File: src/verilog/periph_params.svh
`ifndef PERIPH_PARAMS_SVH
`define PERIPH_PARAMS_SVH

// controller trigger pins on the console port
`define PERIPH_NUM_TRIG 4

// stable synchronized cycles before a debounced level flips
`define PERIPH_DEBOUNCE_CYCLES 4'd8
// debounce counter width
`define PERIPH_CNT_W 4

// apb bus widths
`define PERIPH_ADDR_W 8
`define PERIPH_DATA_W 8

// register offsets on the apb bus
`define PERIPH_REG_CTRL   8'h00
`define PERIPH_REG_RELOAD 8'h04
`define PERIPH_REG_STATUS 8'h08
`define PERIPH_REG_TRIG   8'h0C
`define PERIPH_REG_COUNT  8'h10

`endif

File: src/verilog/periphPkg.sv
`default_nettype none

`include "periph_params.svh"

package periphPkg;

    // one data word on the register bus
    typedef logic [`PERIPH_DATA_W-1:0] byte_t;

    // one bit per controller trigger
    typedef logic [`PERIPH_NUM_TRIG-1:0] trigVec_t;

    // timer prescale select, clock divided by 1, 4, 16 or 64
    typedef enum logic [1:0] {
        DIV1  = 2'd0,
        DIV4  = 2'd1,
        DIV16 = 2'd2,
        DIV64 = 2'd3
    } prescale_e;

    // register offsets as seen on paddr
    typedef enum logic [`PERIPH_ADDR_W-1:0] {
        REG_CTRL   = `PERIPH_REG_CTRL,
        REG_RELOAD = `PERIPH_REG_RELOAD,
        REG_STATUS = `PERIPH_REG_STATUS,
        REG_TRIG   = `PERIPH_REG_TRIG,
        REG_COUNT  = `PERIPH_REG_COUNT
    } regAddr_e;

endpackage

`default_nettype wire

File: src/verilog/triggerDebounce.sv
`timescale 1ns/1ns
`default_nettype none

`include "periph_params.svh"

module triggerDebounce (
    input  logic               inClk,
    input  logic               rstN,
    // raw pins straight from the controller port
    input  periphPkg::trigVec_t trigPins,
    // filtered levels
    output periphPkg::trigVec_t trigLevel,
    // one cycle pulse per bit on a filtered press
    output periphPkg::trigVec_t trigPress
);

    // two flop synchronizer stages
    periphPkg::trigVec_t syncA;
    periphPkg::trigVec_t syncB;

    // one stability counter per trigger
    logic [`PERIPH_CNT_W-1:0] stableCnt [`PERIPH_NUM_TRIG];

    // pins are asynchronous to inClk
    always_ff @(posedge inClk or negedge rstN) begin
        if (!rstN) begin
            syncA <= '0;
            syncB <= '0;
        end else begin
            syncA <= trigPins;
            syncB <= syncA;
        end
    end

    // per bit filter
    // counter runs only while the synchronized input disagrees with the level
    always_ff @(posedge inClk or negedge rstN) begin
        if (!rstN) begin
            trigLevel <= '0;
            trigPress <= '0;
            for (int i = 0; i < `PERIPH_NUM_TRIG; i++) begin
                stableCnt[i] <= '0;
            end
        end else begin
            for (int i = 0; i < `PERIPH_NUM_TRIG; i++) begin
                // press pulse lasts one cycle by default
                trigPress[i] <= 1'b0;
                if (syncB[i] == trigLevel[i]) begin
                    // any return to the old level restarts the filter
                    stableCnt[i] <= '0;
                end else if (stableCnt[i] == `PERIPH_DEBOUNCE_CYCLES - 1'b1) begin
                    // enough disagreeing cycles so accept the new level
                    trigLevel[i] <= syncB[i];
                    stableCnt[i] <= '0;
                    // release is filtered too but only a rise flags a press
                    trigPress[i] <= syncB[i];
                end else begin
                    stableCnt[i] <= stableCnt[i] + 1'b1;
                end
            end
        end
    end

endmodule

`default_nettype wire

File: src/verilog/intervalTimer.sv
`timescale 1ns/1ns
`default_nettype none

module intervalTimer (
    input  logic                 inClk,
    input  logic                 rstN,
    // run control from CTRL
    input  logic                 timerEnable,
    input  periphPkg::prescale_e prescale,
    // reload value from RELOAD
    input  periphPkg::byte_t     reload,
    // load strobe from the register block
    input  logic                 reloadLoad,
    // live count for the COUNT register
    output periphPkg::byte_t     count,
    // one cycle pulse when a tick hits zero
    output logic                 expire
);

    // prescaler counter, wide enough for divide by 64
    logic [5:0] preCnt;
    // terminal value of the prescaler for the selected divide
    logic [5:0] preMax;
    // clock enable for the down counter
    logic       tick;

    // divide select
    always_comb begin
        case (prescale)
            periphPkg::DIV1:  preMax = 6'd0;
            periphPkg::DIV4:  preMax = 6'd3;
            periphPkg::DIV16: preMax = 6'd15;
            periphPkg::DIV64: preMax = 6'd63;
            default:          preMax = 6'd0;
        endcase
    end

    // tick once every preMax+1 enabled cycles
    assign tick = timerEnable && (preCnt == preMax);

    // prescaler
    // a load restarts the divide so the first period is a full one
    always_ff @(posedge inClk or negedge rstN) begin
        if (!rstN) begin
            preCnt <= '0;
        end else if (reloadLoad || !timerEnable) begin
            // idle timer keeps the prescaler cleared
            preCnt <= '0;
        end else if (tick) begin
            preCnt <= '0;
        end else begin
            preCnt <= preCnt + 1'b1;
        end
    end

    // down counter
    always_ff @(posedge inClk or negedge rstN) begin
        if (!rstN) begin
            count <= '0;
        end else if (reloadLoad) begin
            count <= reload;
        end else if (tick) begin
            if (count == '0) begin
                // period done, start again from the reload value
                count <= reload;
            end else begin
                count <= count - 1'b1;
            end
        end
    end

    // registered expiry pulse
    // lands (reload+1)*div cycles after the load
    always_ff @(posedge inClk or negedge rstN) begin
        if (!rstN) begin
            expire <= 1'b0;
        end else begin
            expire <= tick && !reloadLoad && (count == '0);
        end
    end

endmodule

`default_nettype wire

File: src/verilog/apbRegs.sv
`timescale 1ns/1ns
`default_nettype none

`include "periph_params.svh"

module apbRegs (
    input  logic                      inClk,
    input  logic                      rstN,
    // apb slave side
    input  logic                      psel,
    input  logic                      penable,
    input  logic                      pwrite,
    input  logic [`PERIPH_ADDR_W-1:0] paddr,
    input  periphPkg::byte_t          pwdata,
    output periphPkg::byte_t          prdata,
    output logic                      pready,
    output logic                      pslverr,
    // from the debouncer
    input  periphPkg::trigVec_t       trigLevel,
    input  periphPkg::trigVec_t       trigPress,
    // from the timer
    input  periphPkg::byte_t          count,
    input  logic                      expire,
    // to the timer
    output logic                      timerEnable,
    output periphPkg::prescale_e      prescale,
    output periphPkg::byte_t          reload,
    output logic                      reloadLoad,
    // interrupt line
    output logic                      irq
);

    // register storage
    periphPkg::byte_t ctrlReg;
    periphPkg::byte_t reloadReg;
    periphPkg::byte_t statusReg;

    // decoded bus address
    periphPkg::regAddr_e regAddr;
    // access phase of a transfer
    logic               access;
    // bad address or write to a read only register
    logic               accErr;
    // read mux output
    periphPkg::byte_t   rdData;
    // write commit strobe in the pready cycle
    logic               wrEn;

    // status set and clear vectors
    periphPkg::byte_t   statusSet;
    periphPkg::byte_t   statusClr;
    // enables lined up with STATUS bit positions
    periphPkg::byte_t   irqMask;

    assign regAddr = periphPkg::regAddr_e'(paddr);
    assign access  = psel && penable;

    // address decode and read mux
    // unmapped reads return zero
    always_comb begin
        rdData = '0;
        accErr = 1'b0;
        case (regAddr)
            periphPkg::REG_CTRL:   rdData = ctrlReg;
            periphPkg::REG_RELOAD: rdData = reloadReg;
            periphPkg::REG_STATUS: rdData = statusReg;
            periphPkg::REG_TRIG: begin
                rdData = periphPkg::byte_t'(trigLevel);
                accErr = pwrite;
            end
            periphPkg::REG_COUNT: begin
                rdData = count;
                accErr = pwrite;
            end
            default: accErr = 1'b1;
        endcase
    end

    // writes commit at the edge that ends the pready cycle
    assign wrEn = access && pready && pwrite && !accErr;

    // one wait state
    // pready and the response are registered at the end of the first access cycle
    always_ff @(posedge inClk or negedge rstN) begin
        if (!rstN) begin
            pready  <= 1'b0;
            pslverr <= 1'b0;
            prdata  <= '0;
        end else begin
            pready  <= access && !pready;
            pslverr <= access && !pready && accErr;
            if (access && !pready && !pwrite && !accErr) begin
                prdata <= rdData;
            end else begin
                prdata <= '0;
            end
        end
    end

    // CTRL and RELOAD
    // reload strobe also fires when the enable goes from 0 to 1
    always_ff @(posedge inClk or negedge rstN) begin
        if (!rstN) begin
            ctrlReg    <= '0;
            reloadReg  <= '0;
            reloadLoad <= 1'b0;
        end else begin
            reloadLoad <= 1'b0;
            if (wrEn && regAddr == periphPkg::REG_CTRL) begin
                ctrlReg    <= pwdata;
                reloadLoad <= pwdata[0] && !ctrlReg[0];
            end
            if (wrEn && regAddr == periphPkg::REG_RELOAD) begin
                reloadReg  <= pwdata;
                reloadLoad <= 1'b1;
            end
        end
    end

    // events land in bit 0 and bits 7:4
    assign statusSet = {trigPress, 3'b000, expire};
    // write one to clear
    assign statusClr = (wrEn && regAddr == periphPkg::REG_STATUS) ? pwdata : '0;

    // sticky status, a same cycle set beats the clear
    always_ff @(posedge inClk or negedge rstN) begin
        if (!rstN) begin
            statusReg <= '0;
        end else begin
            statusReg <= (statusReg & ~statusClr) | statusSet;
        end
    end

    // trigger enables over bits 7:4 and timer enable over bit 0
    assign irqMask = {ctrlReg[7:4], 3'b000, ctrlReg[3]};

    // irq follows STATUS and CTRL one cycle later
    always_ff @(posedge inClk or negedge rstN) begin
        if (!rstN) begin
            irq <= 1'b0;
        end else begin
            irq <= |(statusReg & irqMask);
        end
    end

    // timer controls straight from CTRL and RELOAD
    assign timerEnable = ctrlReg[0];
    assign prescale    = periphPkg::prescale_e'(ctrlReg[2:1]);
    assign reload      = reloadReg;

endmodule

`default_nettype wire

File: src/verilog/periphTop.sv
`timescale 1ns/1ns
`default_nettype none

`include "periph_params.svh"

module periphTop (
    input  logic                      inClk,
    input  logic                      rstN,
    // apb slave port
    input  logic                      psel,
    input  logic                      penable,
    input  logic                      pwrite,
    input  logic [`PERIPH_ADDR_W-1:0] paddr,
    input  periphPkg::byte_t          pwdata,
    output periphPkg::byte_t          prdata,
    output logic                      pready,
    output logic                      pslverr,
    // raw controller triggers
    input  periphPkg::trigVec_t       trigPins,
    // interrupt to the cpu
    output logic                      irq
);

    // debouncer results
    periphPkg::trigVec_t  trigLevel;
    periphPkg::trigVec_t  trigPress;
    // timer controls
    logic                 timerEnable;
    periphPkg::prescale_e prescale;
    periphPkg::byte_t     reload;
    logic                 reloadLoad;
    // timer results
    periphPkg::byte_t     count;
    logic                 expire;

    // trigger filtering
    triggerDebounce i_trigDebounce (
        .inClk     (inClk),
        .rstN      (rstN),
        .trigPins  (trigPins),
        .trigLevel (trigLevel),
        .trigPress (trigPress)
    );

    // interval timer on a clock enable
    intervalTimer i_timer (
        .inClk       (inClk),
        .rstN        (rstN),
        .timerEnable (timerEnable),
        .prescale    (prescale),
        .reload      (reload),
        .reloadLoad  (reloadLoad),
        .count       (count),
        .expire      (expire)
    );

    // register slave and interrupt
    apbRegs i_regs (
        .inClk       (inClk),
        .rstN        (rstN),
        .psel        (psel),
        .penable     (penable),
        .pwrite      (pwrite),
        .paddr       (paddr),
        .pwdata      (pwdata),
        .prdata      (prdata),
        .pready      (pready),
        .pslverr     (pslverr),
        .trigLevel   (trigLevel),
        .trigPress   (trigPress),
        .count       (count),
        .expire      (expire),
        .timerEnable (timerEnable),
        .prescale    (prescale),
        .reload      (reload),
        .reloadLoad  (reloadLoad),
        .irq         (irq)
    );

endmodule

`default_nettype wire

File: config.mk
export PLATFORM = sky130hd
export DESIGN_NAME = periphTop
export DESIGN_NICKNAME = d
export VERILOG_FILES = /design/src/verilog/periphPkg.sv /design/src/verilog/triggerDebounce.sv /design/src/verilog/intervalTimer.sv /design/src/verilog/apbRegs.sv /design/src/verilog/periphTop.sv
export VERILOG_INCLUDE_DIRS = /design/src /design/src/verilog
export SDC_FILE = /design/constraint.sdc
export NUM_CORES = 1
export LEC_CHECK = 0
export ABC_CLOCK_PERIOD_IN_PS = 3300
export BUFFER_PORTS_ARGS = -buffer_cell sky130_fd_sc_hd__buf_2
export CAP_MARGIN = 20
export CORE_AREA = 2 2 90 92
export CTS_CLUSTER_DIAMETER = 200
export DETAILED_ROUTE_END_ITERATION = 8
export DIE_AREA = 0 0 92 94
export HOLD_SLACK_MARGIN = 0.06
export PLACE_DENSITY = 0.8
export SYNTH_ARGS = -nofsm -noshare
export SYNTH_HDL_FRONTEND = slang
export SYNTH_SLANG_ARGS = --single-unit
File: constraint.sdc
create_clock -name inClk -period 3.3 [get_ports inClk]
set_clock_uncertainty 0.2 [all_clocks]
set_input_delay 0.66 -clock inClk [delete_from_list [all_inputs] [get_ports inClk]]
set_output_delay 0.66 -clock inClk [all_outputs]
set_load 0.05 [all_outputs]
==> run metrics, run 1 <==
status=completed; crit path DAT=approximately 2.8 ns; Mapped Area=3737 sq um; core area=7607 sq um; worst r2r src=i_timer.count[0]; Max VDD drop=between 0.0002 and 0.00025 V; CTS clock-pin slew for the worst setup and hold paths=roughly 0.080 ns; Port-buffer cells=35; postcts setup bufs=0; min cycle time layout=roughly 2.7 ns; r2r setup slk=approximately 0.56 ns; DIE WIDTH=around 92 microns; ANT cells=0; leak pwr=slightly above 2 nW; root buffer cell=clkbuf_8; R2R depth=7; largest net degree at the start of global routing=84; Hold Crit Endpoint=i_trigDebounce.syncB[0]; Vias/cell=5.579; total negative slack=0 ns; Clock Sinks=83; placer congestion estimate=between 0.8 and 0.9; Worst Setup Path Type=flop to flop; buffer depth of the longest clock path=2; Clock Latency Late Sink=around 0.36 ns; Hold WC Path Type=flop to flop; # rows=32; RSZ-0062 raised after global routing=false; CP endpoint kind=flop; Layout fillers=~640; Mapped Cells=~340; Post-synth top flop=dfrtp_1; Slew Viols, Final=0; WHS Path Cells=0; layout cells sized above 1=21.05%; sequential area share after synthesis=55.57%; 1st-pass router iterations=4; Multi-input gate area=~1600 sq um; Initial Utilization=between 40 and 50%; DR DRC count=0; Slew Limit Headroom=about 60%; count of cell types in the netlist=43; HPWL after detailed placement=between 5000 and 6000 microns; Final setup viols=0; first-pass GRT wire length=~13000 microns; reg-to-reg endpoint=i_timer.count[5]; #FFs+latches synth=83; vias in the first global route=roughly 2.7k; pwr dens=around 540 nW/um^2; Nets=about 410; EDFF count, synth=0; Final Cycle Share=82.89%; Yosys warnings=0; pre-CTS setup slack=0.4319 ns; antenna-violating nets left=0; area grow syn2layout=13.89%; DR iter-0 viols=141; CP max FO=12; die height=94 microns; Final WS setup=between 0.5 and 0.6 ns; Req. time, crit path=roughly 3.3 ns; Final Hold Fails=0; hold path start=i_trigDebounce.syncA[0]; sequential cell area=approximately 2100 sq um; crit start category=flop; max_cap viols=0; Max Fclk=0.3656 GHz; wire length per cell=around 16 microns; full die area=8648 sq um; cts bufs inserted=9; slew of the pin with the lowest slew margin=about 0.60 ns; CTS tree=yes; Routed WL=around 7500 microns; Total Routing Usage GR=between 10% and 20%; grt ovf=0; ys async rst share=100.0%; syn avg cell area=between 10 and 15 sq um; CTS H-tree lvls=3; antenna violations before repair=0; syn_nets=approximately 370; I/O pin total=36; DR vias=2689
-- cell type report --
cell class / count / share of cell area [%]
clock buffers: 11 / 3.557
clock inverters: 5 / 1.587
inverters: 6 / 0.5291
multi-input cells: 238 / 37.48
flip-flops and latches: 83 / 48.79
well taps: 102 / 2.998
repair buffers: 37 / 5.056
-- logic make-up (layout without fill, tap and decap cells) --
kind of cell | after synthesis | after routing | synth area share [%]
AOI/OAI and AO/OA | 55 | 55 | 9.910
xor gates and xnor gates | 12 | 12 | 2.812
adders and majority gates | 7 | 7 | 2.343
buffers and inverters | 16 | 59 | 1.741
DFF | 83 | 83 | 55.57
muxes | 37 | 37 | 10.71
and+or+nand+nor | 127 | 127 | 16.91
-- synthesized netlist by cell type, drive strengths merged, types with 3 or more instances --
master,number,share of area (%)
dfrtp,83,56
nor2,41,4.1
mux2,24,7.2
nand2,24,2.4
nand3,14,1.9
o21ai,14,2.0
a21oi,13,1.7
mux2i,13,3.5
nor2b,10,1.7
xnor2,10,2.3
nor3b,9,1.8
ha,7,2.3
nor3,7,0.94
inv,6,0.60
a21o,5,1.0
a22oi,5,1.0
buf,5,0.64
clkbuf,5,0.50
a21boi,4,0.80
nand3b,4,0.80
nor4,4,0.67
nand2b,3,0.50
o211ai,3,0.60
-- per-layer routing --
layer  global-route usage [%]  share of wire, %
met5                        0                 0
met2                    30.88                49
met1                    24.23                44
met4                    10.82               2.6
met3                    4.575               4.4
-- sequential cells by signal, indices dropped and copies added, names as in the netlist, 4 cells and up --
signal                    cells
i_trigDebounce.syncB          4
i_regs.ctrlReg                8
i_timer.count                 8
i_regs.reload                 8
i_trigDebounce.stableCnt     16
i_trigDebounce.trigLevel      4
i_timer.preCnt                6
i_trigDebounce.syncA          4
i_regs.prdata                 8
i_regs.statusReg              8
i_trigDebounce.trigPress      4
-- worst max path at each step --
| stage | cells past startpoint | start | slack, ns | end |
|---|---|---|---|---|
| finish | 7 | i_timer.count[0] | 0.56 | i_timer.count[5] |
| global route | 7 | i_timer.count[0] | 0.43 | i_timer.count[3] |
| CTS | 7 | i_timer.count[0] | 0.58 | i_timer.count[5] |
| detailed placement | 6 | paddr[5] | 0.43 | i_regs.ctrlReg[7] |
| global placement | 6 | paddr[5] | 0.55 | i_regs.ctrlReg[5] |
| floorplan | 8 | i_timer.count[0] | 0.86 | i_timer.count[5] |
-- layout by cell type, fill, tap and decap left out, types with 3 or more instances in the layout --
| master | Yosys | layout |
|---|---|---|
| a21boi_0 | 4 | 4 |
| a21o_1 | 5 | 5 |
| a21oi_1 | 13 | 13 |
| a22oi_1 | 5 | 5 |
| buf_2 | 1 | 34 |
| clkbuf_8 | 0 | 11 |
| dfrtp_1 | 83 | 83 |
| ha_1 | 7 | 7 |
| inv_1 | 6 | 6 |
| mux2_2 | 24 | 24 |
| mux2i_1 | 13 | 13 |
| nand2_1 | 24 | 24 |
| nand2b_1 | 3 | 3 |
| nand3_1 | 14 | 14 |
| nand3b_1 | 4 | 4 |
| nor2_1 | 41 | 41 |
| nor2b_1 | 10 | 10 |
| nor3_1 | 7 | 7 |
| nor3b_1 | 9 | 9 |
| nor4_1 | 4 | 4 |
| o211ai_1 | 3 | 3 |
| o21ai_0 | 13 | 13 |
| xnor2_1 | 10 | 10 |
-- stage by stage --
| step | instances | util, % | instance area (sq um) | total power [mW] | hold slack, ns |
|---|---|---|---|---|---|
| 2_1_floorplan | 337 | - | 3737 | 1.431 | 0.1312 |
| 3_3_place_gp | 464 | 52.58 | 4000 | 1.520 | 0.1327 |
| 3_5_place_dp | 464 | 52.58 | 4000 | 1.546 | 0.1347 |
| 4_1_cts | 480 | 55.46 | 4219 | 2.326 | 0.1553 |
| 5_1_grt | 482 | 55.95 | 4257 | 2.427 | 0.1645 |
| 6_report | 482 | 55.95 | 4257 | 2.307 | 0.1531 |
-- worst max-delay path, cell delays in order, from the launching register on --
cell and delay [ns]:
dfrtp_1 0.43, inv_1 0.11, ha_1 0.18, or4b_2 0.66
o21ai_2 0.48, mux2_2 0.39, a21oi_1 0.12, nor2_1 0.06
-- timing repair --
| action | CTS | global route |
|---|---|---|
| gates resized for setup | 0 | 0 |
| hold endpoints to repair | 0 | 8 |
| hold buffers | 0 | 1 |
-- where the power goes --
part	leakage (nW)	switching, mW	internal (mW)
sequential	1.13	0.106	1.12
clock	0.112	0.377	0.402
combinational	0.781	0.152	0.147
total	2.02	0.634	1.67
Power figures use the tool's default switching activity.
==> inputs of run 2 (changes only) <==
Settings changed: ABC_AREA from default to 1, ABC_CLOCK_PERIOD_IN_PS 3300 to 2700, CORE_AREA 2 2 90 92 to 2 2 92 94, DIE_AREA 0 0 92 94 to 0 0 94 96.
Clock period 3.3 ns to 2.7 ns, I/O delays scaled along.
==> run 2 against run 1 <==
Design area increased by 4.3%. Clock power increased by 15%. Register-to-register slack better by 0.08 ns. Synthesized cell count grew 34%. Setup slack improved by 0.081 ns. Utilization down 0.83 points. Critical path type unchanged.
==> run metrics, run 2 <==
Tot Pwr=2.635 mW (+14%); number of hold buffers added after CTS=1 (+1); antenna violations before repair=0 (unchanged); Req. time, crit path=2.77 ns (-0.57 ns); Nets=529 (+30%); Initial Utilization=48.73% (-0.39 points); CTS clock-pin slew for the worst setup and hold paths=0.09 ns (about the same); I/O pin total=36 (unchanged); full die area=9024 sq um (+4.3%); Final Hold Fails=0 (unchanged); leak pwr=2.222 nW (+10%); critical path's slowest cell=dfrtp_1; commonest non-fill, non-tap cell in the layout=nand2_1; share of the synthesized area in the top cell type=52.93% (-2.6 points); Total Routing Usage GR=19.68% (+0.37 points); root buffer cell=clkbuf_8; largest net degree at the start of global routing=44 (-48%); max reg flops=16 (unchanged); #FFs+latches synth=83 (unchanged); area grow syn2layout=13.11%; DR DRC count=0 (unchanged); slew of the pin with the lowest slew margin=0.5381 ns (-0.06092 ns); Area contributors post-synth=dfrtp_1 53%, nand2_1 11%, inv_1 5.1%; syn_nets=482 (+31%); Multi-input gate area=1584 sq um (-0.71%); sequential cell area=2077 sq um (unchanged); sequential area share after synthesis=52.93% (-2.6 points); Slew Limit Headroom=64.13% (+4.1 points); Biggest register=i_trigDebounce.stableCnt; postcts setup bufs=0 (unchanged); wire length per cell=13.18 microns (-15%); most frequent cells after synthesis=119 x nand2_1, 83 x dfrtp_1, 53 x inv_1; crit path from=i_timer.count[0]; EDFF count, synth=0 (unchanged); Vias/cell=5.117 (-8.3%); layout cells sized above 1=18.53% (-2.5 points); Min Hold Slack=0.08507 ns (-0.06799 ns); crit start category=flop; highest-count cells in the layout ignoring fill and taps=119 x nand2_1, 83 x dfrtp_1, 53 x inv_1; CP max FO=10 (-2); cts bufs inserted=9 (unchanged); DIE WIDTH=94 microns (+2.2%); Final setup viols=0 (unchanged); Clock Sinks=83 (unchanged); antenna-violating nets left=0 (unchanged); min cycle time layout=2.054 ns (-0.6810 ns); core area=8051 sq um (+5.8%); worst r2r src=i_timer.count[0]; DR iter-0 viols=280 (+99%); Max Fclk=0.4868 GHz (+33%); ys async rst share=100.0% (unchanged); HPWL after detailed placement=5965 microns (+8.0%); biggest area consumer among synthesized cells=dfrtp_1; Hold WC Path Type=primary input to flop; Max VDD drop=0.0004013 V (+65%); CTS H-tree lvls=3 (unchanged); final core utilization=55.12% (-0.83 points); total negative slack=0 ns (unchanged); pre-CTS setup slack=0.4812 ns (+0.04931 ns); RSZ-0062 raised after global routing=false; Clock Latency Late Sink=0.35 ns (about the same); crit path DAT=2.13 ns (-0.65 ns); 1st-pass router iterations=5 (+1); Worst Setup Path Type=flop to flop; Yosys warnings=0 (unchanged); buffer depth of the longest clock path=2 (unchanged); CP endpoint kind=flop; Final Cycle Share=76.09% (-6.8 points); die height=96 microns (+2.1%); Final WS setup=0.6456 ns (+0.08098 ns); Slew Viols, Final=0 (unchanged); max_cap viols=0 (unchanged); first-pass GRT wire length=13610 microns (+5.6%); slowest stage delay, CP=0.41 ns (-0.25 ns); vias in the first global route=3023 (+13%); Most common cell on crit path=nand2_1; Mapped Cells=450 (+34%); CP cell instances=inv_1 > ha_1 > nand3_1 > nor3_1 > inv_1 > nand2_1 > nand2_1 > o21ai_0 > nand2_1 > o21ai_1; Routed WL=7999 microns (+6.5%); placer congestion estimate=0.8842 (+1.8%); # rows=33 (+3.1%); count of cell types in the netlist=30 (-30%); DR vias=3106 (+16%); status=completed; CTS tree=yes; Port-buffer cells=35 (unchanged); grt ovf=0 (unchanged); syn avg cell area=8.719 sq um (-21%); Post-synth top flop=dfrtp_1; most common cell in the netlist=nand2_1; Post-CTS Resized=0 (unchanged); Mapped Area=3924 sq um (+5.0%); ANT cells=0 (unchanged); pwr dens=593.7 nW/um^2 (+9.5%); Layout fillers=685 (+7.2%); hold path start=trigPins[0]
-- run 2: cell types whose count changed after synthesis, moves of 10 or more --
cell and delta:
mux2i_1 -13, mux2_2 -24, o21ai_1 +14, nor2b_1 -10
inv_1 +47, nand2_1 +95, nand3_1 +10
-- run 2: cells by family (layout without fill, tap and decap cells) --
family	after synthesis	count (layout)	share of synthesized area, %
DFF	83	83	52.93
and+or+nand+nor	230	230	27.20
adders and majority gates	7	7	2.232
xor gates and xnor gates	15	15	3.348
AOI/OAI and AO/OA	50	50	7.589
buffers and inverters	65	117	6.696
-- run 2: worst paths after layout --
check	depth (start not counted)	end	slack (ns)
max in group asynchronous	3	i_timer.preCnt[2]	1.11
min reg2reg	0	i_trigDebounce.syncB[1]	0.15
max	10	i_timer.count[2]	0.65
min	1	i_trigDebounce.syncA[0]	0.09
min in group asynchronous	2	i_trigDebounce.stableCnt[8]	0.51
max reg2reg	10	i_timer.count[2]	0.65
-- run 2: report_power, final --
group	internal (mW)	switching, mW	leakage [nW]
registers	1.34	0.0702	1.10
clock network	0.452	0.445	0.102
logic	0.125	0.202	1.02
total	1.92	0.717	2.22
-- run 2: worst max-delay path, delay by kind of cell (launching register included) --
family / cells / cell delay [ns]
compound gates: 2 / 0.20
fa+ha+maj: 1 / 0.15
buf+inv: 2 / 0.23
flops: 1 / 0.41
simple gates: 5 / 0.80
-- run 2: area by class of cell --
cell class              count  share of cell area, %
flip-flops and latches     83                  46.80
multi-input cells         302                  35.69
inverters                  62                  5.244
repair buffers             39                  4.736
clock buffers              10                  3.101
well taps                 105                  2.960
clock inverters             6                  1.466
-- run 2: through the flow --
stage                     area (sq um)  instances
after detailed placement          4225        590
final                             4438        607
after global routing              4438        607
after floorplan                   3924        450
after global placement            4225        590
after CTS                         4438        607
-- run 2: layer usage --
layer | share of wire (%) | track usage, % | wire length (microns)
met4 | 2.3 | 7.971 | 185
met5 | 0 | 0 | 0
met3 | 6.3 | 5.325 | 505
met1 | 44 | 25.09 | 3551
met2 | 47 | 32.08 | 3756
==> inputs of run 3 (changes only) <==
Settings changed: ABC_CLOCK_PERIOD_IN_PS 2700 to 1860, PLACE_DENSITY 0.8 to 0.82.
Clock period 2.7 ns to 1.86 ns, I/O delays scaled along.
==> run 3 against run 2 <==
Clock power is 77% higher. Sequential share of layout area shrank 2.3 points. Worst hold slack got worse by 0.0060 ns. Die area did not move. Combinational power grew 55%. Register-to-register slack got worse by 0.51 ns. Critical endpoint is now i_regs.statusReg[3].
==> run metrics, run 3 (same netlist as run 2, synthesis figures left out) <==
DIE WIDTH=94 microns (unchanged); Routed WL=8545 microns (+6.8%); WHS Path Cells=4 (+3); buffer depth of the longest clock path=2 (unchanged); full die area=9024 sq um (unchanged); total negative slack=0 ns (unchanged); min cycle time layout=1.721 ns (-0.3336 ns); CP cell instances=nand2_1 > nor2_2 > nand3_1 > nor2_1 > nand2_1 > nand2_1 > inv_1; CP endpoint kind=flop; CTS tree=yes; HPWL after detailed placement=6525 microns (+9.4%); crit start category=flop; slowest stage delay, CP=0.40 ns (about the same); Hold WC Path Type=primary input to flop; cts bufs inserted=9 (unchanged); crit path buf inv count=1 (-1); r2r setup slk=0.14 ns (-0.51 ns); first-pass GRT wire length=14320 microns (+5.3%); Max Fclk=0.5811 GHz (+19%); Max VDD drop=0.0004306 V (+7.3%); RSZ-0062 raised after global routing=false; pwr dens=888.5 nW/um^2 (+50%); placer congestion estimate=0.9173 (+3.7%); root buffer cell=clkbuf_8; largest net degree at the start of global routing=31 (-30%); ANT cells=0 (unchanged); Req. time, crit path=1.92 ns (-0.85 ns); slew of the pin with the lowest slew margin=0.4155 ns (-0.1225 ns); Vias/cell=5.074 (-0.85%); critical path's slowest cell=dfrtp_1; Most common cell on crit path=nand2_1; Final Cycle Share=92.52% (+16 points); I/O pin total=36 (unchanged); DR vias=3166 (+1.9%); CTS H-tree lvls=3 (unchanged); DR iter-0 viols=190 (-32%); highest-count cells in the layout ignoring fill and taps=118 x nand2_1, 83 x dfrtp_1, 53 x inv_1; Slew Limit Headroom=72.08% (+8.0 points); hold path start=pwdata[1]; area grow syn2layout=18.94%; # rows=33 (unchanged); antenna violations before repair=0 (unchanged); 1st-pass router iterations=5 (unchanged); core area=8051 sq um (unchanged); Total Routing Usage GR=20.95% (+1.3 points); die height=96 microns (unchanged); max reg flops=16 (unchanged); vias in the first global route=3127 (+3.4%); leak pwr=2.333 nW (+5.0%); Port-buffer cells=35 (unchanged); Top delay family on crit path=simple AND/OR/NAND/NOR gates; Slew Viols, Final=0 (unchanged); DR DRC count=0 (unchanged); grt ovf=0 (unchanged); Hold Crit Endpoint=i_regs.statusReg[1]; Clock Latency Late Sink=0.37 ns (+0.02 ns); Initial Utilization=48.73% (unchanged); layout cells sized above 1=21.00% (+2.5 points); CP max FO=4 (-6); Tot Pwr=4.147 mW (+57%); antenna-violating nets left=0 (unchanged); worst r2r src=i_regs.pready; status=completed; Biggest register=i_trigDebounce.stableCnt; CTS clock-pin slew for the worst setup and hold paths=0.09 ns (about the same); Final Hold Fails=0 (unchanged); Worst Setup Path Type=flop to flop; WP depth=7 (-3); max_cap viols=0 (unchanged); commonest non-fill, non-tap cell in the layout=nand2_1; reg-to-reg endpoint=i_regs.statusReg[3]; wire length per cell=13.69 microns (+3.9%); Nets=547 (+3.4%); Final setup viols=0 (unchanged); R2R depth=7 (-3); crit path DAT=1.78 ns (-0.35 ns); Clock Sinks=83 (unchanged)
[run 3: layout make-up]
| cell class | instances | area, sq um |
|---|---|---|
| tap | 105 | 131.4 |
| sequential | 83 | 2077 |
| fill | 708 | 3385 |
| clock buffer | 11 | 151.4 |
| clock inverter | 4 | 97.59 |
| timing repair buffer | 57 | 380.4 |
| multi-input combinational | 302 | 1597 |
| inverter | 62 | 232.7 |
[run 3: metrics by stage]
step | instance area [sq um] | util (%) | setup slack, ns | hold WS [ns] | std cells
2_1_floorplan | 3924 | - | 0.04254 | -0.1236 | 450
3_3_place_gp | 4355 | 54.09 | -0.04100 | 0.1322 | 604
3_5_place_dp | 4355 | 54.09 | -0.08687 | 0.1382 | 604
4_1_cts | 4654 | 57.81 | 0.007225 | 0.07165 | 624
5_1_grt | 4667 | 57.96 | 0.0006655 | 0.08916 | 624
6_report | 4667 | 57.96 | 0.1392 | 0.07910 | 624
[run 3: worst max-delay path by stage]
stage	startpoint	end
2_1_floorplan	i_regs.pready	i_regs.statusReg[3]
3_3_place_gp	paddr[4]	i_regs.statusReg[3]
3_5_place_dp	paddr[4]	i_regs.statusReg[3]
4_1_cts	i_timer.count[0]	i_timer.count[2]
5_1_grt	i_timer.count[0]	i_timer.count[3]
6_report	i_regs.pready	i_regs.statusReg[3]
[run 3: report_power, final]
| part | total (mW) | leakage [nW] | switching (mW) | internal [mW] |
|---|---|---|---|---|
| clock | 1.59 | 0.122 | 0.635 | 0.958 |
| sequential | 2.05 | 1.10 | 0.104 | 1.95 |
| combinational | 0.504 | 1.11 | 0.304 | 0.199 |
[run 3: metal layers]
metal / track usage [%] / wire length [microns] / vias to the layer above
li1: - / - / 1560
met1: 26.33 / 3693 / 1486
met2: 34.35 / 4177 / 99
met3: 4.542 / 442 / 21
met4: 10.75 / 232 / 0
met5: 0 / 0 / -
[run 3: worst register-to-register path, delay by kind of cell (launching register included)]
kind | cells | cell delay (ns)
flip-flops | 1 | 0.40
AND/OR/NAND/NOR | 6 | 0.99
buffers and inverters | 1 | 0.04
[run 3: repair_timing]
item,4_1_cts,5_1_grt
resized for setup,0,3
hold buffers,5,0
endpoints found under the setup margin,0,9
hold endpoints to repair,32,0
setup buffers,0,0
